$ cat config.mk
export PLATFORM = sky130hd
export DESIGN_NAME = rd_sub_top
export DESIGN_NICKNAME = d
export VERILOG_FILES = /design/src/hw/axi_pkg.sv /design/src/hw/rd_sub_pkg.sv /design/src/hw/burst_addr_gen.sv /design/src/hw/ar_tracker.sv /design/src/hw/req_ctx_pipe.sv /design/src/hw/skid_stage.sv /design/src/hw/resp_pipe.sv /design/src/hw/rd_sub_top.sv
export SDC_FILE = /design/constraint.sdc
export NUM_CORES = 1
export LEC_CHECK = 0
export BUFFER_PORTS_ARGS = -buffer_cell sky130_fd_sc_hd__buf_2
export CAP_MARGIN = 20
export CORE_UTILIZATION = 45
export DETAILED_ROUTE_END_ITERATION = 10
export HOLD_SLACK_MARGIN = 0.03
export PLACE_DENSITY_LB_ADDON = 0.1
export SYNTH_ARGS = -nofsm -noshare
export SYNTH_HDL_FRONTEND = slang
export SYNTH_SLANG_ARGS = --single-unit
$ cat constraint.sdc
create_clock -name clk -period 7.1 [get_ports clk]
set_input_delay 1.065 -clock clk [delete_from_list [all_inputs] [get_ports clk]]
set_output_delay 1.065 -clock clk [all_outputs]
set_load 0.01 [all_outputs]
$ cat src/hw/axi_pkg.sv
// AXI protocol field widths, burst type and read response encodings
package axi_pkg;

    // --------------------
    // Field widths
    // --------------------

    // Burst length field, beats minus one
    localparam int AXI_LEN_W   = 8;
    // Size field, log2 of bytes per beat
    localparam int AXI_SIZE_W  = 3;
    // Burst type and response fields
    localparam int AXI_BURST_W = 2;
    localparam int AXI_RESP_W  = 2;

    // --------------------
    // Encodings
    // --------------------

    // Burst type as carried on arburst
    typedef enum logic [AXI_BURST_W-1:0] {
        AXI_BURST_FIXED    = 2'b00,
        AXI_BURST_INCR     = 2'b01,
        AXI_BURST_WRAP     = 2'b10,
        AXI_BURST_RESERVED = 2'b11
    } axi_burst_e;

    // Read response as carried on rresp
    typedef enum logic [AXI_RESP_W-1:0] {
        AXI_RESP_OKAY   = 2'b00,
        AXI_RESP_EXOKAY = 2'b01,
        AXI_RESP_SLVERR = 2'b10,
        AXI_RESP_DECERR = 2'b11
    } axi_resp_e;

endpackage

$ cat src/hw/rd_sub_pkg.sv
// Read subordinate configuration: bus widths, component latency and pipeline depth
package rd_sub_pkg;

    // --------------------
    // Bus widths
    // --------------------

    // Byte address towards the manager and the component
    localparam int ADDR_W   = 32;
    // Read data word
    localparam int DATA_W   = 32;
    // Bytes per data word and the matching offset bits
    localparam int BYTE_CNT = DATA_W / 8;
    localparam int BYTE_W   = $clog2(BYTE_CNT);
    // Transaction ID
    localparam int ID_W     = 4;

    // --------------------
    // Pipeline
    // --------------------

    // Cycles from an issued request to valid rdata and err
    // Constant for a given component
    localparam int C_LAT       = 1;

    // One skid stage per latency cycle plus one, so every beat in flight
    // has a slot when the manager stalls
    localparam int SKID_STAGES = C_LAT + 1;

    // Per-beat context through the pipes
    // ID, last flag and read response
    localparam int CTX_W = ID_W + 1 + axi_pkg::AXI_RESP_W;

endpackage

$ cat src/hw/burst_addr_gen.sv
// Next-beat address calculation for FIXED, INCR and WRAP bursts
`timescale 1ns/1ps

module burst_addr_gen (
    input  logic [rd_sub_pkg::ADDR_W-1:0]    i_addr,
    input  logic [axi_pkg::AXI_SIZE_W-1:0]   i_size,
    input  axi_pkg::axi_burst_e              i_burst,
    input  logic [axi_pkg::AXI_LEN_W-1:0]    i_len,
    output logic [rd_sub_pkg::ADDR_W-1:0]    o_next_addr
);

    // Bytes per beat, 2 to the power of size
    logic [rd_sub_pkg::ADDR_W-1:0] beat_bytes;
    // Address rounded down to the beat size
    logic [rd_sub_pkg::ADDR_W-1:0] aligned_addr;
    logic [rd_sub_pkg::ADDR_W-1:0] incr_addr;
    // Offset bits inside one wrap block
    logic [rd_sub_pkg::ADDR_W-1:0] wrap_mask;
    logic [rd_sub_pkg::ADDR_W-1:0] wrap_addr;

    assign beat_bytes   = rd_sub_pkg::ADDR_W'(1) << i_size;
    assign aligned_addr = i_addr & ~(beat_bytes - 1'b1);
    assign incr_addr    = aligned_addr + beat_bytes;

    // Wrap block is (len+1) beats, a power of two for legal WRAP bursts
    assign wrap_mask = ((rd_sub_pkg::ADDR_W'(i_len) + 1'b1) << i_size) - 1'b1;
    // Upper bits stay with the block, lower bits roll over
    assign wrap_addr = (i_addr & ~wrap_mask) | (incr_addr & wrap_mask);

    // --------------------
    // Burst type select
    // --------------------
    always_comb begin
        case (i_burst)
            axi_pkg::AXI_BURST_INCR: begin
                o_next_addr = incr_addr;
            end
            axi_pkg::AXI_BURST_WRAP: begin
                o_next_addr = wrap_addr;
            end
            default: begin
                // FIXED, and reserved treated the same way
                o_next_addr = i_addr;
            end
        endcase
    end

endmodule

$ cat src/hw/ar_tracker.sv
// AR acceptance, active burst context, beat counter and component request strobe
`timescale 1ns/1ps

module ar_tracker (
    input  logic                              clk,
    input  logic                              rst_n,
    // AR channel
    input  logic                              i_arvalid,
    output logic                              o_arready,
    input  logic [rd_sub_pkg::ADDR_W-1:0]     i_araddr,
    input  logic [axi_pkg::AXI_BURST_W-1:0]   i_arburst,
    input  logic [axi_pkg::AXI_SIZE_W-1:0]    i_arsize,
    input  logic [axi_pkg::AXI_LEN_W-1:0]     i_arlen,
    input  logic [rd_sub_pkg::ID_W-1:0]       i_arid,
    // Flow control from the response pipe and the component
    input  logic                              i_space,
    input  logic                              i_hld,
    // Component request
    output logic                              o_dv,
    output logic [rd_sub_pkg::ADDR_W-1:0]     o_addr,
    output logic [rd_sub_pkg::ID_W-1:0]       o_id,
    // Burst context to the address generator
    output logic [rd_sub_pkg::ADDR_W-1:0]     o_cur_addr,
    output logic [axi_pkg::AXI_SIZE_W-1:0]    o_cur_size,
    output axi_pkg::axi_burst_e               o_cur_burst,
    output logic [axi_pkg::AXI_LEN_W-1:0]     o_cur_len,
    input  logic [rd_sub_pkg::ADDR_W-1:0]     i_next_addr,
    // Issued beat towards the context pipe
    output logic                              o_issue,
    output logic                              o_issue_last
);

    logic                           out_of_rst;
    logic                           active;
    logic                           ar_accept;
    logic                           final_issue;
    // Beats left after the current one
    logic [axi_pkg::AXI_LEN_W-1:0]  beat_cnt;

    // --------------------
    // AR handshake
    // --------------------

    // Ready again on the last issue so the next burst follows with no gap
    assign o_arready = out_of_rst && (!active || final_issue);
    assign ar_accept = i_arvalid && o_arready;

    // Keeps arready low in the first cycle after reset
    always_ff @(posedge clk or negedge rst_n) begin
        if (!rst_n) begin
            out_of_rst <= 1'b0;
        end else begin
            out_of_rst <= 1'b1;
        end
    end

    // Active while requests remain to be issued
    // Data for the last beats is still in flight after it drops
    always_ff @(posedge clk or negedge rst_n) begin
        if (!rst_n) begin
            active <= 1'b0;
        end else if (ar_accept) begin
            active <= 1'b1;
        end else if (final_issue) begin
            active <= 1'b0;
        end
    end

    // --------------------
    // Component request
    // --------------------

    // Request only while the response pipe can absorb a full stall
    assign o_dv         = active && i_space;
    assign o_issue      = o_dv && !i_hld;
    assign o_issue_last = (beat_cnt == '0);
    assign final_issue  = o_issue && o_issue_last;

    // Beat counter, held at zero once the burst is done
    always_ff @(posedge clk or negedge rst_n) begin
        if (!rst_n) begin
            beat_cnt <= '0;
        end else if (ar_accept) begin
            beat_cnt <= i_arlen;
        end else if (o_issue && (beat_cnt != '0)) begin
            beat_cnt <= beat_cnt - 1'b1;
        end
    end

    // Burst context, loaded on accept and stepped per issue
    always_ff @(posedge clk) begin
        if (ar_accept) begin
            o_cur_addr  <= i_araddr;
            o_cur_size  <= i_arsize;
            o_cur_burst <= axi_pkg::axi_burst_e'(i_arburst);
            o_cur_len   <= i_arlen;
            o_id        <= i_arid;
        end else if (o_issue) begin
            o_cur_addr  <= i_next_addr;
        end
    end

    // Word-aligned address to the component
    assign o_addr = {o_cur_addr[rd_sub_pkg::ADDR_W-1:rd_sub_pkg::BYTE_W],
                     rd_sub_pkg::BYTE_W'(0)};

endmodule

$ cat src/hw/req_ctx_pipe.sv
// Shift register carrying beat valid, ID and last across the component latency
`timescale 1ns/1ps

module req_ctx_pipe (
    input  logic                         clk,
    input  logic                         rst_n,
    input  logic                         i_valid,
    input  logic [rd_sub_pkg::ID_W-1:0]  i_id,
    input  logic                         i_last,
    output logic                         o_valid,
    output logic [rd_sub_pkg::ID_W-1:0]  o_id,
    output logic                         o_last
);

    // One register per latency cycle, index 0 nearest the issue
    logic [rd_sub_pkg::C_LAT-1:0]  vld_q;
    logic [rd_sub_pkg::ID_W-1:0]   id_q [rd_sub_pkg::C_LAT];
    logic [rd_sub_pkg::C_LAT-1:0]  last_q;

    // --------------------
    // Valid chain
    // --------------------
    always_ff @(posedge clk or negedge rst_n) begin
        if (!rst_n) begin
            vld_q <= '0;
        end else begin
            vld_q[0] <= i_valid;
            for (int i = 1; i < rd_sub_pkg::C_LAT; i++) begin
                vld_q[i] <= vld_q[i-1];
            end
        end
    end

    // Context follows the valid chain, several beats may be in flight
    always_ff @(posedge clk) begin
        id_q[0]   <= i_id;
        last_q[0] <= i_last;
        for (int i = 1; i < rd_sub_pkg::C_LAT; i++) begin
            id_q[i]   <= id_q[i-1];
            last_q[i] <= last_q[i-1];
        end
    end

    // Lines up with the component rdata and err
    assign o_valid = vld_q[rd_sub_pkg::C_LAT-1];
    assign o_id    = id_q[rd_sub_pkg::C_LAT-1];
    assign o_last  = last_q[rd_sub_pkg::C_LAT-1];

endmodule

$ cat src/hw/skid_stage.sv
// Two-entry skid buffer stage with registered output and valid/ready on both sides
`timescale 1ns/1ps

module skid_stage #(
    parameter int PAYLOAD_W = 8
) (
    input  logic                  clk,
    input  logic                  rst_n,
    // Upstream
    input  logic                  i_valid,
    input  logic [PAYLOAD_W-1:0]  i_data,
    output logic                  o_ready,
    // Downstream
    input  logic                  i_ready,
    output logic                  o_valid,
    output logic [PAYLOAD_W-1:0]  o_data
);

    logic                  out_vld_q;
    logic [PAYLOAD_W-1:0]  out_data_q;
    // Spare entry, filled only while the output is stalled
    logic                  skid_vld_q;
    logic [PAYLOAD_W-1:0]  skid_data_q;
    // Output register free or draining this cycle
    logic                  out_load;
    logic                  in_accept;

    assign o_ready   = !skid_vld_q;
    assign in_accept = i_valid && o_ready;
    assign out_load  = !out_vld_q || i_ready;

    // --------------------
    // Control
    // --------------------
    always_ff @(posedge clk or negedge rst_n) begin
        if (!rst_n) begin
            out_vld_q  <= 1'b0;
            skid_vld_q <= 1'b0;
        end else if (out_load) begin
            // Spare entry drains first to keep order
            out_vld_q  <= skid_vld_q || i_valid;
            skid_vld_q <= 1'b0;
        end else if (in_accept) begin
            skid_vld_q <= 1'b1;
        end
    end

    // Payload follows the same selection
    always_ff @(posedge clk) begin
        if (out_load) begin
            out_data_q <= skid_vld_q ? skid_data_q : i_data;
        end else if (in_accept) begin
            skid_data_q <= i_data;
        end
    end

    assign o_valid = out_vld_q;
    assign o_data  = out_data_q;

endmodule

$ cat src/hw/resp_pipe.sv
// Read response mapping, skid stage chain to the R channel and pipeline space flag
`timescale 1ns/1ps

module resp_pipe (
    input  logic                           clk,
    input  logic                           rst_n,
    // Beat from the context pipe, aligned with component data
    input  logic                           i_valid,
    input  logic [rd_sub_pkg::ID_W-1:0]    i_id,
    input  logic                           i_last,
    input  logic                           i_err,
    input  logic [rd_sub_pkg::DATA_W-1:0]  i_rdata,
    // Room for every beat in flight
    output logic                           o_space,
    // R channel
    input  logic                           i_rready,
    output logic                           o_rvalid,
    output logic [rd_sub_pkg::DATA_W-1:0]  o_rdata,
    output logic [rd_sub_pkg::ID_W-1:0]    o_rid,
    output axi_pkg::axi_resp_e             o_rresp,
    output logic                           o_rlast
);

    // Index 0 is the pipe input, SKID_STAGES is the R channel
    logic [rd_sub_pkg::DATA_W+rd_sub_pkg::CTX_W-1:0] stg_data [rd_sub_pkg::SKID_STAGES+1];
    logic [rd_sub_pkg::SKID_STAGES:0]   stg_valid;
    logic [rd_sub_pkg::SKID_STAGES:0]   stg_ready;
    axi_pkg::axi_resp_e                 in_resp;
    logic [axi_pkg::AXI_RESP_W-1:0]     out_resp;

    // Error is per beat
    assign in_resp = i_err ? axi_pkg::AXI_RESP_SLVERR : axi_pkg::AXI_RESP_OKAY;

    // --------------------
    // Stage chain
    // --------------------
    assign stg_valid[0] = i_valid;
    assign stg_data[0]  = {i_rdata, i_id, i_last, in_resp};

    for (genvar s = 0; s < rd_sub_pkg::SKID_STAGES; s++) begin : g_stage
        skid_stage #(
            .PAYLOAD_W (rd_sub_pkg::DATA_W + rd_sub_pkg::CTX_W)
        ) skid_stage_inst (
            .clk     (clk),
            .rst_n   (rst_n),
            .i_valid (stg_valid[s]),
            .i_data  (stg_data[s]),
            .o_ready (stg_ready[s]),
            .i_ready (stg_ready[s+1]),
            .o_valid (stg_valid[s+1]),
            .o_data  (stg_data[s+1])
        );
    end

    // Output end is stalled by the manager
    assign stg_ready[rd_sub_pkg::SKID_STAGES] = i_rready;

    // All stage readies, not rready
    // The last stage fills first, so this drops before any beat can be lost
    assign o_space = &stg_ready[rd_sub_pkg::SKID_STAGES-1:0];

    // --------------------
    // R channel
    // --------------------
    assign o_rvalid = stg_valid[rd_sub_pkg::SKID_STAGES];
    assign {o_rdata, o_rid, o_rlast, out_resp} = stg_data[rd_sub_pkg::SKID_STAGES];
    assign o_rresp  = axi_pkg::axi_resp_e'(out_resp);

endmodule

$ cat src/hw/rd_sub_top.sv
// AXI read subordinate top level with tracker, address generator and pipes
`timescale 1ns/1ps

module rd_sub_top (
    input  logic                              clk,
    input  logic                              rst_n,
    // AR channel
    input  logic                              i_arvalid,
    output logic                              o_arready,
    input  logic [rd_sub_pkg::ADDR_W-1:0]     i_araddr,
    input  logic [axi_pkg::AXI_BURST_W-1:0]   i_arburst,
    input  logic [axi_pkg::AXI_SIZE_W-1:0]    i_arsize,
    input  logic [axi_pkg::AXI_LEN_W-1:0]     i_arlen,
    input  logic [rd_sub_pkg::ID_W-1:0]       i_arid,
    // R channel
    output logic                              o_rvalid,
    input  logic                              i_rready,
    output logic [rd_sub_pkg::DATA_W-1:0]     o_rdata,
    output logic [rd_sub_pkg::ID_W-1:0]       o_rid,
    output axi_pkg::axi_resp_e                o_rresp,
    output logic                              o_rlast,
    // Component side
    output logic                              o_dv,
    output logic [rd_sub_pkg::ADDR_W-1:0]     o_addr,
    output logic [rd_sub_pkg::ID_W-1:0]       o_id,
    input  logic                              i_hld,
    input  logic                              i_err,
    input  logic [rd_sub_pkg::DATA_W-1:0]     i_rdata
);

    // Burst context loop
    logic [rd_sub_pkg::ADDR_W-1:0]     cur_addr;
    logic [axi_pkg::AXI_SIZE_W-1:0]    cur_size;
    axi_pkg::axi_burst_e               cur_burst;
    logic [axi_pkg::AXI_LEN_W-1:0]     cur_len;
    logic [rd_sub_pkg::ADDR_W-1:0]     next_addr;
    // Issue and its delayed context
    logic                              issue;
    logic                              issue_last;
    logic                              ctx_valid;
    logic [rd_sub_pkg::ID_W-1:0]       ctx_id;
    logic                              ctx_last;
    logic                              space;

    // --------------------
    // Request side
    // --------------------
    ar_tracker ar_tracker_inst (
        .clk          (clk),
        .rst_n        (rst_n),
        .i_arvalid    (i_arvalid),
        .o_arready    (o_arready),
        .i_araddr     (i_araddr),
        .i_arburst    (i_arburst),
        .i_arsize     (i_arsize),
        .i_arlen      (i_arlen),
        .i_arid       (i_arid),
        .i_space      (space),
        .i_hld        (i_hld),
        .o_dv         (o_dv),
        .o_addr       (o_addr),
        .o_id         (o_id),
        .o_cur_addr   (cur_addr),
        .o_cur_size   (cur_size),
        .o_cur_burst  (cur_burst),
        .o_cur_len    (cur_len),
        .i_next_addr  (next_addr),
        .o_issue      (issue),
        .o_issue_last (issue_last)
    );

    // Unaligned start address kept so narrow beats step correctly
    burst_addr_gen burst_addr_gen_inst (
        .i_addr      (cur_addr),
        .i_size      (cur_size),
        .i_burst     (cur_burst),
        .i_len       (cur_len),
        .o_next_addr (next_addr)
    );

    // --------------------
    // Response side
    // --------------------
    req_ctx_pipe req_ctx_pipe_inst (
        .clk     (clk),
        .rst_n   (rst_n),
        .i_valid (issue),
        .i_id    (o_id),
        .i_last  (issue_last),
        .o_valid (ctx_valid),
        .o_id    (ctx_id),
        .o_last  (ctx_last)
    );

    resp_pipe resp_pipe_inst (
        .clk      (clk),
        .rst_n    (rst_n),
        .i_valid  (ctx_valid),
        .i_id     (ctx_id),
        .i_last   (ctx_last),
        .i_err    (i_err),
        .i_rdata  (i_rdata),
        .o_space  (space),
        .i_rready (i_rready),
        .o_rvalid (o_rvalid),
        .o_rdata  (o_rdata),
        .o_rid    (o_rid),
        .o_rresp  (o_rresp),
        .o_rlast  (o_rlast)
    );

endmodule

Word-level counts from Yosys, hierarchy flattened

Memory sizes are Yosys's and may differ from the RTL's.
Cells that the tools add are included.
Widths: inputs -> output; s select.

Flip-flop bits (word level): 221
Memory bits (writable): 4
Input port bits: 87
Output and inout port bits: 78
Word-level logic and storage cells: 81
Memories kept: 1

$add $sub $neg: 5
Eq/ne operators: 2
Shift operators: 2
Muxes and demuxes: 14
Bitwise gates (word level): 8
Reduce and logical (&&, ||, !) cells: 31

Memories:

| name                   | words | bits a word | read ports | clocked after Yosys merged registers in | write ports | line               | source |
|---|---|---|---|---|---|---|---|
| req_ctx_pipe_inst.id_q | 1     | 4           | 1          | 0                                       | 1           | req_ctx_pipe.sv:17 | `logic [rd_sub_pkg::ID_W-1:0] id_q [rd_sub_pkg::C_LAT];` |

Operators by type and width:

| operator              | number |
|---|---|
| $and 32x32->32        | 3 |
| $mux 39               | 2 |
| $mux 32               | 2 |
| $not 32->32           | 2 |
| $pmux 32 s2           | 1 |
| $sub 32x1->32 const B | 2 |
| $add 32x32->32        | 1 |
| $or 32x32->32         | 1 |
| $shl 1x3->32 const A  | 1 |
| $shl 32x3->32         | 1 |
| $mux 8                | 2 |
| $reduce_bool 2->1     | 5 |
| $add 8x1->9 const B   | 1 |
| $logic_and 1x1->1     | 8 |
| $logic_not 8->1       | 1 |
| $reduce_and 2->1      | 4 |
| $reduce_bool 8->1     | 1 |
| $sub 8x1->8 const B   | 1 |
| $logic_not 1->1       | 6 |
| $mux 1                | 6 |
| $logic_or 1x1->1      | 5 |
| $reduce_bool 3->1     | 1 |
| $eq 2x1->1 const B    | 1 |
| $eq 2x2->1 const B    | 1 |
| 2 further kinds       | 3 |

Longest topological paths before layout

Gate-level depths: netlist (run 1).

Word-level depth: 10
Depth in mapped cells: 15
Gate-level depth less buffers: 12

By module

From an unflattened synthesis (run 1), not the netlist that was laid out.

Cell total of the unflattened synthesis: 949
Area total of the unflattened synthesis: 12319.3 µm²

By module, submodules not included:

| module         | times used | cells an instance | area an instance (µm²) | sequential area each (µm²) |
|---|---|---|---|---|
| skid_stage     | 2          | 130               | 3085.5                 | 2392.3 |
| burst_addr_gen | 1          | 496               | 3066.7                 | 0.0 |
| ar_tracker     | 1          | 185               | 2946.6                 | 1721.7 |
| req_ctx_pipe   | 1          | 6                 | 125.1                  | 125.1 |
| resp_pipe      | 1          | 2                 | 10.0                   | 0.0 |

Least setup slack after synthesis (run 1)

OpenSTA, ideal clock, no wires.

Path kind: input-to-reg
Start: input i_rready
End: register resp_pipe_inst.g_stage[1].skid_stage_inst.skid_data_q[10] (enable)
Setup time: 489 ps
Data arrival time: 4943 ps
Data required time: 6611 ps
Path slack: 1668 ps
Stages: 2
Path buffers: 0
Cells stage by stage: nand2b_1 > nor3b_1

Cells in the longest elaborated chain, start to end: 3

Ends and longest elaborated chain:

| item                              | line             | source |
|---|---|---|
| start, declared                   | rd_sub_top.sv:17 | `input logic i_rready,` |
| $logic_or 1x1->1                  | skid_stage.sv:30 | `assign out_load = !out_vld_q \|\| i_ready;` |
| $not 1->1 (no source line)        | --               |  |
| $reduce_and 2->1 (no source line) | --               |  |
| end signal, assigned              | skid_stage.sv:53 | `skid_data_q <= i_data;` |
| end, declared                     | skid_stage.sv:23 | `logic [PAYLOAD_W-1:0] skid_data_q;` |

No other way between the ends.
A chain may end at the register's enable or synchronous reset.

==> qor.yml, run 1 <==
synthXorXnorAreaFrac_pct: 3.27
synthCells: 873
finClkSkew_ns: 0.0134
fmax_mhz: 244
worst_setup_path_start_kind: "register"
grtUsageMet2_pct: 32.4
p_leak_nw: 4.72
stdcell_area_sq_um: 12600
via_per_inst: 5.40
synth-simple-area-share_pct: 12.1
die_h_um: 158
finalSetupTns_ns: 0
grtUsageTotal_pct: 19.9
clk_path_buf_depth: 3
cp.required_ns: 7.35
netlist-cell-type-count: 80
cp-end-kind: "register"
synth_area_sq_um: 11000
gr-total-overflow: 0
instances_no_fill: 1336
drt_iter0_drc: 691
syn_area_per_cell_sq_um: 12.6
cts_setup_buffers: 0
synth_edf_count: 201
hold_violations: 0
fp.coreArea_sq_um: 23700
cts.clk_slew.worst_paths_ns: 0.06
vdd_drop_max_mv: 0.190
root_buffer: "clkbuf_16"
postRouteAntennaNets: 0
grt_busiest_layer: "met2"
wl_per_cell_um: 18.3
ys_seq_area_share_pct: 59.3
postCtsHoldBufs: 0
hold-path-cell-count: 0
grt_pass1_wl_mm: 38.4
cts_sinks: 221
rows: 56
cts_tree: "built"
antenna_found_initial: 0
ys_warn_count: 0
ys.flop_type: "edfxtp_1"
synthAdderAreaFrac_pct: 1.14
layout_commonest_cell: "edfxtp_1"
use_met1_pct: 27.0
fillers: 2117
grt_use_met3_pct: 4.19
slew-limit-headroom_pct: 29.4
yosys_register_bits: 221
grt_max_degree: 59
nets: 1096
die_area_sq_um: 25000
crit_type: "reg2reg"
numCtsBuffers: 24
r2r_cells: 12
utilization_pct: 53.3
fin_crit_sh_pct: 57.7
dp_hpwl_mm: 16.9
pre_cts_ws_ns: 3.00
dpl-instance-area_sq_um: 11800
ioPinCount: 165
grt_pass1_vias: 6932
period_needed_ns: 4.09
ys_async_sr_fraction_pct: 6.79
insertion_delay_ns: 0.52
p_per_area_nw_per_um2: 325
synth_top_family_by_area: "simple AND/OR/NAND/NOR gates"
whs_ns: 0.365
fin_total_pwr_mw: 4.10
cts_max_level: 1
antenna_cells: 0
rsz0062_at_grt: "false"
place_congestion: 0.928
dp_cells: 1292
port_buffers: 161
maxCapViolations: 0
drive_above_1_share_pct: 31.3
drtPass1Iterations: 5
vias: 7209
crit_fanout: 37
tightest_slew_ns: 1.05
wl_mm: 24.4
syn2layout_area_growth_pct: 14.9
synth_compound_area_share_pct: 10.9
status: "finished clean"
worstPathArrival_ns: 4.35
setup_viol: 0
drc_errors: 0
synth_mux_area_share_pct: 8.18
die_x_um: 158
drv_slew: 0
cts_resized: 0
setup_slack_ns: 3.01
hp-class: "reg2reg"
initial_core_util_pct: 46.4
final_cell_mix: "edfxtp_1, buf_2, mux2_2"
[report_power, final]
group | total [mW] | switching (mW) | leakage [nW] | internal, mW
Combinational | 0.913 | 0.523 | 2.17 | 0.390
Clock | 1.24 | 0.494 | 0.397 | 0.743
Sequential | 1.95 | 0.167 | 2.15 | 1.78
Total | 4.10 | 1.18 | 4.72 | 2.91
[cell usage after synthesis, types with 4 or more instances]
master     instances  area (sq um)
edfxtp_1         201          6040
o211a_1            8          80.1
buf_4             34           255
dfrtp_1           15           375
nor2b_1           14          87.6
nand4_1            8          50.1
and3_1             6          37.5
a211oi_1           5          37.5
a211o_1            4          35.0
nor3_1            15          75.1
clkbuf_8           5          68.8
clkbuf_1          23          86.3
a221oi_1           6          52.6
a2111oi_0          4          35.0
o21ai_0           28           140
dfxtp_1            5           100
nand2_1           75           282
xor2_1            21           184
nor4_1             7          43.8
a221o_1            5          50.1
a211oi_2           4          50.1
mux2_2            78           878
xnor2_1           20           175
ha_1              10           125
nand3_1           22           110
o211ai_1           6          45.0
a21oi_1           36           180
a21o_1             5          37.5
nor2_1            60           225
buf_1              6          22.5
nand2b_1          13          81.3
inv_1             18          67.6
o31ai_1           11          82.6
nor3b_1            8          60.1
a31oi_1            4          25.0
buf_2              5          25.0
or3_1              5          31.3
and2_1            10          62.6
[per-layer routing]
metal | share of wire [%] | up-vias | wire length [um]
met5 | 0 | - | 0
met4 | 2.0 | 0 | 495
met3 | 6.2 | 36 | 1500
met2 | 48 | 224 | 11600
met1 | 44 | 3447 | 10800
li1 | - | 3502 | -
[kinds of logic (layout without fill, tap and decap cells)]
family,Yosys count,in the layout
adder cells (fa/ha/maj),10,10
multiplexers,80,80
flip-flops,221,221
other,2,4
AO/OA/AOI/OAI,161,161
AND/OR/NAND/NOR,263,263
buffers and inverters,95,237
XOR/XNOR,41,41
[worst max-delay path: stages (launching register included)]
cell	delay, ns
edfxtp_1	0.35
buf_4	0.25
nor2_1	0.42
nand2_1	0.16
ha_1	0.33
nor3b_1	0.29
nand3_1	0.12
a221oi_1	0.38
o211ai_1	0.29
a211oi_2	0.59
or3b_1	0.42
xnor2_1	0.15
o31ai_1	0.07
[layout make-up]
class / instances / area, sq um / area share [%]
Multi-Input combinational cell: 559 / 3940 / 31.2
Inverter: 19 / 71.3 / 0.565
Tap cell: 319 / 399 / 3.16
Timing Repair Buffer: 174 / 903 / 7.16
Clock buffer: 38 / 733 / 5.81
Sequential cell: 221 / 6510 / 51.6
Clock inverter: 6 / 66.3 / 0.525
[worst paths after layout]
kind	slack (ns)	endpoint	start
max	3.01	register	ar_tracker_inst.o_cur_size[1]
min	0.36	req_ctx_pipe_inst.id_q[0][1]	ar_tracker_inst.o_id[1]
max reg2reg	3.01	register	ar_tracker_inst.o_cur_size[1]
min reg2reg	0.36	req_ctx_pipe_inst.id_q[0][1]	ar_tracker_inst.o_id[1]
max in group asynchronous	6.34	async pin	rst_n
min in group asynchronous	0.45	ar_tracker_inst.out_of_rst	rst_n
(Power assumes the default switching activity.)
==> run 2: changes to the inputs <==
==> constraint.sdc (replaced) <==
create_clock -name clk -period 3.7 [get_ports clk]
set_input_delay 0.555 -clock clk [delete_from_list [all_inputs] [get_ports clk]]
set_output_delay 0.555 -clock clk [all_outputs]
set_load 0.01 [all_outputs]
==> run 2 against run 1 <==
Clock skew is 0.0013 ns lower; critical path depth shrank 1; core utilization up 0.65 points; clock power increased by 81%; sequential cell count stayed put; via count increased by 1.8%; first-iteration DRC count shrank 35%; largest power group unchanged.
==> qor.yml, run 2 (synthesis results as in run 1) <==
status: "finished clean"  # unchanged
die_h_um: 158  # unchanged
nets: 1118  # was 1096
via_per_inst: 5.41  # was 5.40
instances_no_fill: 1358  # was 1336
grtUsageTotal_pct: 20.0  # was 19.9%
numCtsBuffers: 24  # unchanged
wl_per_cell_um: 18.2  # was 18.3 um
tightest_slew_ns: 0.841  # was 1.05 ns
period_needed_ns: 3.44  # was 4.09 ns
grt_max_degree: 42  # was 59
setup_slack_ns: 0.260  # was 3.01 ns
fin_crit_sh_pct: 93.0  # was 57.7%
worstPathArrival_ns: 3.78  # was 4.35 ns
rsz0062_at_grt: "false"  # unchanged
syn2layout_area_growth_pct: 16.4  # was 14.9%
fp.coreArea_sq_um: 23700  # unchanged
hold_start: "i_arid[2]"  # was ar_tracker_inst.o_id[1]
p_leak_nw: 4.80  # was 4.72 nW
postRouteAntennaNets: 0  # unchanged
vias: 7342  # was 7209
cts_setup_buffers: 0  # unchanged
hold-path-endpoint: "ar_tracker_inst.o_id[2]"  # was req_ctx_pipe_inst.id_q[0][1]
utilization_pct: 53.9  # was 53.3%
p_per_area_nw_per_um2: 609  # was 325 nW/um^2
die_x_um: 158  # unchanged
drt_iter0_drc: 451  # was 691
cts_max_level: 1  # unchanged
layout_commonest_cell: "edfxtp_1"  # unchanged
final_cell_mix: "edfxtp_1, buf_2, mux2_2"  # unchanged
cp.required_ns: 4.04  # was 7.35 ns
fillers: 2144  # was 2117
antenna_cells: 0  # unchanged
rows: 56  # unchanged
root_buffer: "clkbuf_16"  # unchanged
setup_viol: 0  # unchanged
cts_sinks: 221  # unchanged
hold_violations: 0  # unchanged
ioPinCount: 165  # unchanged
drive_above_1_share_pct: 32.5  # was 31.3%
clk_path_buf_depth: 3  # unchanged
finClkSkew_ns: 0.0121  # was 0.0134 ns
whs_ns: 0.204  # was 0.365 ns
pre_cts_ws_ns: 0.144  # was 3.00 ns
cts_tree: "built"  # unchanged
place_congestion: 0.889  # was 0.928
dp_hpwl_mm: 17.3  # was 16.9 mm
crit_type: "reg2reg"  # unchanged
drv_slew: 0  # unchanged
hold-path-cell-count: 1  # was 0
hp-class: "in2reg"  # was reg2reg
finalSetupTns_ns: 0  # unchanged
worst_setup_path_start_kind: "register"  # unchanged
port_buffers: 161  # unchanged
gr-total-overflow: 0  # unchanged
grt_pass1_vias: 7121  # was 6932
fin_total_pwr_mw: 7.78  # was 4.10 mW
r2r_slack_ns: 0.26  # was 3.01 ns
insertion_delay_ns: 0.52  # about the same
antenna_found_initial: 1  # was 0
crit_fanout: 10  # was 37
vdd_drop_max_mv: 0.337  # was 0.190 mV
timing.rr.start: "ar_tracker_inst.o_cur_size[0]"  # was ar_tracker_inst.o_cur_size[1]
dpl-instance-area_sq_um: 12000  # was 11800 sq um
drc_errors: 0  # unchanged
slew-limit-headroom_pct: 43.8  # was 29.4%
drtPass1Iterations: 5  # unchanged
grt_pass1_wl_mm: 38.4  # about the same
dp_cells: 1313  # was 1292
cts.clk_slew.worst_paths_ns: 0.06  # about the same
maxCapViolations: 0  # unchanged
register_area_sq_um: 6510  # unchanged
stdcell_area_sq_um: 12800  # was 12600 sq um
wl_mm: 24.7  # was 24.4 mm
fmax_mhz: 291  # was 244 MHz
multiInputGateArea_sq_um: 3960  # was 3940 sq um
initial_core_util_pct: 46.4  # unchanged
cp-end-kind: "register"  # unchanged
r2r_cells: 11  # was 12
die_area_sq_um: 25000  # unchanged
## run 2: changes by cell type in the layout (fill, tap and decap cells not counted), sizes merged
cell / before / now
clkbuf: 38 / 28
buf: 174 / 195
clkinv: 5 / 15
dlygate4sd3: 0 / 1
## run 2: layer usage
metal  GRT usage (%)  vias up  share of wire (%)
met2            34.3      210                 48
li1                -     3542                  -
met3            3.07       38                5.3
met4            4.99        2                1.9
met5               0        -              0.053
met1            26.5     3550                 44
## run 2: final cells by class
class	instances	area share, %
sequential	221	51.0
timing repair buffer	196	8.48
tap	319	3.12
clock inverter	16	0.862
clock buffer	28	4.98
inverter	19	0.558
multi-input combinational	559	31.0
## run 2: timing repair
item,4_1_cts,5_1_grt
endpoints found under the hold margin,15,0
setup endpoints to repair,0,4
hold buffers,1,0
gates resized for setup,0,4
## run 2: where the power goes
group,internal (mW),switching (mW)
logic,0.789,1.09
registers,3.42,0.242
clock network,1.30,0.956
## run 2: worst max path at each step
stage	start	end	cells past startpoint
after global placement	ar_tracker_inst.o_cur_len[0]	register	10
after global routing	ar_tracker_inst.o_cur_size[0]	register	12
final	ar_tracker_inst.o_cur_size[0]	register	11
after detailed placement	ar_tracker_inst.o_cur_len[0]	register	10
after floorplan	ar_tracker_inst.o_cur_size[1]	register	14
after CTS	ar_tracker_inst.o_cur_len[0]	register	10
## run 2: critical path, stage by stage (launching register included)
cell and delay, ns:
edfxtp_1 0.42, inv_1 0.28, nand2_1 0.13, ha_1 0.25, nor4bb_1 0.28, a22oi_1 0.10, a221o_1 0.44, nor4_1 0.42
a311oi_2 0.20, nor4_1 0.36, xor2_1 0.11, a211oi_1 0.26
==> run 3: changes to the inputs <==
--- a/config.mk
+++ b/config.mk
@@ -7,7 +7,7 @@
 export LEC_CHECK = 0
 export BUFFER_PORTS_ARGS = -buffer_cell sky130_fd_sc_hd__buf_2
 export CAP_MARGIN = 20
-export CORE_UTILIZATION = 45
+export CORE_UTILIZATION = 52
 export DETAILED_ROUTE_END_ITERATION = 10
 export HOLD_SLACK_MARGIN = 0.03
 export PLACE_DENSITY_LB_ADDON = 0.1
==> run 3 against run 2 <==
Clock power up 2%; worst hold slack better by 0.0080 ns; highest routed layer is now met4; die area down 13%; combinational power about the same; sequential cell count unchanged; non-clock buffer count down 1; final cell count down 3.6%; largest cell class unchanged; global-route usage up 1.7 points; total power up 0.47%.
==> qor.yml, run 3 (synthesis results as in run 1) <==
status: "finished clean"  # unchanged
crit_type: "reg2reg"  # unchanged
hp-class: "in2reg"  # unchanged
nets: 1117  # was 1118
wl_mm: 23.3  # was 24.7 mm
antenna_found_initial: 1  # unchanged
cts_tree: "built"  # unchanged
root_buffer: "clkbuf_16"  # unchanged
cp_num_buf_inv: 0  # was 1
initial_core_util_pct: 53.6  # was 46.4%
cpLargestDelayFamily: "simple AND/OR/NAND/NOR gates"  # unchanged
timing.rr.start: "ar_tracker_inst.o_cur_len[1]"  # was ar_tracker_inst.o_cur_size[0]
p_leak_nw: 4.80  # about the same
fp.coreArea_sq_um: 20500  # was 23700 sq um
maxCapViolations: 0  # unchanged
worst_setup_path_start_kind: "register"  # unchanged
fmax_mhz: 286  # was 291 MHz
cp.required_ns: 3.91  # was 4.04 ns
tightest_slew_ns: 0.811  # was 0.841 ns
r2r_cells: 11  # unchanged
grtUsageTotal_pct: 21.7  # was 20.0%
finClkSkew_ns: 0.0119  # was 0.0121 ns
finalSetupTns_ns: 0  # unchanged
drive_above_1_share_pct: 32.5  # about the same
final_cell_mix: "edfxtp_1, buf_2, mux2_2"  # unchanged
gr-total-overflow: 0  # unchanged
ioPinCount: 165  # unchanged
clk_path_buf_depth: 3  # unchanged
syn2layout_area_growth_pct: 16.1  # was 16.4%
grt_max_degree: 56  # was 42
cts.clk_slew.worst_paths_ns: 0.06  # about the same
crit_start: "ar_tracker_inst.o_cur_len[1]"  # was ar_tracker_inst.o_cur_size[0]
drt_iter0_drc: 529  # was 451
crit_fanout: 6  # was 10
hold_violations: 0  # unchanged
cts_sinks: 221  # unchanged
fin_crit_sh_pct: 94.4  # was 93.0%
utilization_pct: 62.2  # was 53.9%
path_cells: "ha_4 > nand3_2 > o211a_1 > or4_4 > o21a_1 > a2111oi_4 > nand2_1 > nor3b_1 > ha_1 > and2_1 > o21ai_0"  # was inv_1 > nand2_1 > ha_1 > nor4bb_1 > a22oi_1 > a221o_1 > nor4_1 > a311oi_2 > nor4_1 > xor2_1 > a211oi_1
die_x_um: 147  # was 158 um
dp_hpwl_mm: 16.7  # was 17.3 mm
cp_num_cells: 11  # unchanged
die_area_sq_um: 21700  # was 25000 sq um
cts_max_level: 1  # unchanged
drv_slew: 0  # unchanged
cp-end-kind: "register"  # unchanged
setup_viol: 0  # unchanged
vias: 7374  # was 7342
slowest_delay_ns: 0.58  # was 0.44 ns
drtPass1Iterations: 5  # unchanged
r2r_slack_ns: 0.21  # was 0.26 ns
numCtsBuffers: 24  # unchanged
via_per_inst: 5.63  # was 5.41
layout_commonest_cell: "edfxtp_1"  # unchanged
fillers: 1676  # was 2144
grt_pass1_wl_mm: 37.0  # was 38.4 mm
grt_pass1_vias: 7102  # was 7121
critical-path-slowest-cell: "or4_4"  # was a221o_1
die_h_um: 147  # was 158 um
rsz0062_at_grt: "false"  # unchanged
vdd_drop_max_mv: 0.389  # was 0.337 mV
fin_total_pwr_mw: 7.82  # was 7.78 mW
port_buffers: 161  # unchanged
period_needed_ns: 3.49  # was 3.44 ns
slew-limit-headroom_pct: 45.9  # was 43.8%
worstPathArrival_ns: 3.71  # was 3.78 ns
postRouteAntennaNets: 0  # unchanged
drc_errors: 0  # unchanged
p_per_area_nw_per_um2: 613  # was 609 nW/um^2
insertion_delay_ns: 0.52  # about the same
wl_per_cell_um: 17.8  # was 18.2 um
place_congestion: 0.889  # about the same
rows: 52  # was 56
## run 3: cell types whose count changed in the layout (fill, tap and decap cells not counted), sizes merged
cell,delta
buf,-1
diode,+1
clkbuf,+1
bufinv,+1
clkinvlp,+2
clkinv,-4
## run 3: power by group
| group | switching (mW) | internal [mW] | leakage [nW] |
|---|---|---|---|
| clock network | 0.941 | 1.35 | 0.371 |
| logic | 1.07 | 0.796 | 2.28 |
| registers | 0.242 | 3.42 | 2.15 |
## run 3: cell type report
class,instances,area [sq um],share of cell area (%)
Antenna cell,1,2.50,0.0196
Clock buffer,29,629,4.94
Clock inverter,15,139,1.09
Inverter,19,71.3,0.559
Multi-Input combinational cell,559,3970,31.1
Sequential cell,221,6510,51.1
Tap cell,270,338,2.65
Timing Repair Buffer,195,1090,8.54
## run 3: timing repair
item / in CTS / in global routing
setup endpoints to repair: 1 / 4
buffers inserted: 0 / 0
resized for setup: 1 / 3
hold buffers: 1 / 0
endpoints found under the hold margin: 15 / 0
pin swaps: 0 / 1
## run 3: how the worst min path moves through the flow
stage	slack (ns)	cells past startpoint	startpoint	endpoint
2_1_floorplan	0.26	0	rst_n	ar_tracker_inst.active
6_report	0.21	1	i_arid[1]	ar_tracker_inst.o_id[1]
4_1_cts	0.19	1	i_arid[1]	ar_tracker_inst.o_id[1]
3_3_place_gp	0.35	0	ar_tracker_inst.o_id[0]	req_ctx_pipe_inst.id_q[0][0]
3_5_place_dp	0.36	0	ar_tracker_inst.o_id[0]	req_ctx_pipe_inst.id_q[0][0]
5_1_grt	0.19	1	i_arid[1]	ar_tracker_inst.o_id[1]
## run 3: per-layer routing
metal / track usage [%] / routed length, um
met4: 7.11 / 665
met2: 36.7 / 11300
met3: 3.11 / 1210
met1: 28.8 / 10100
met5: 0 / 0
## run 3: stage by stage
| step | area (sq um) | cells | worst slack (ns) | hold slack [ns] |
|---|---|---|---|---|
| detailed placement | 11900 | 1263 | 0.0220 | 0.359 |
| global placement | 11900 | 1263 | 0.169 | 0.353 |
| finish | 12700 | 1309 | 0.207 | 0.212 |
| floorplan | 11000 | 875 | 0.0966 | 0.259 |
| CTS | 12700 | 1308 | 0.0648 | 0.191 |
| global route | 12700 | 1309 | 0.0325 | 0.189 |
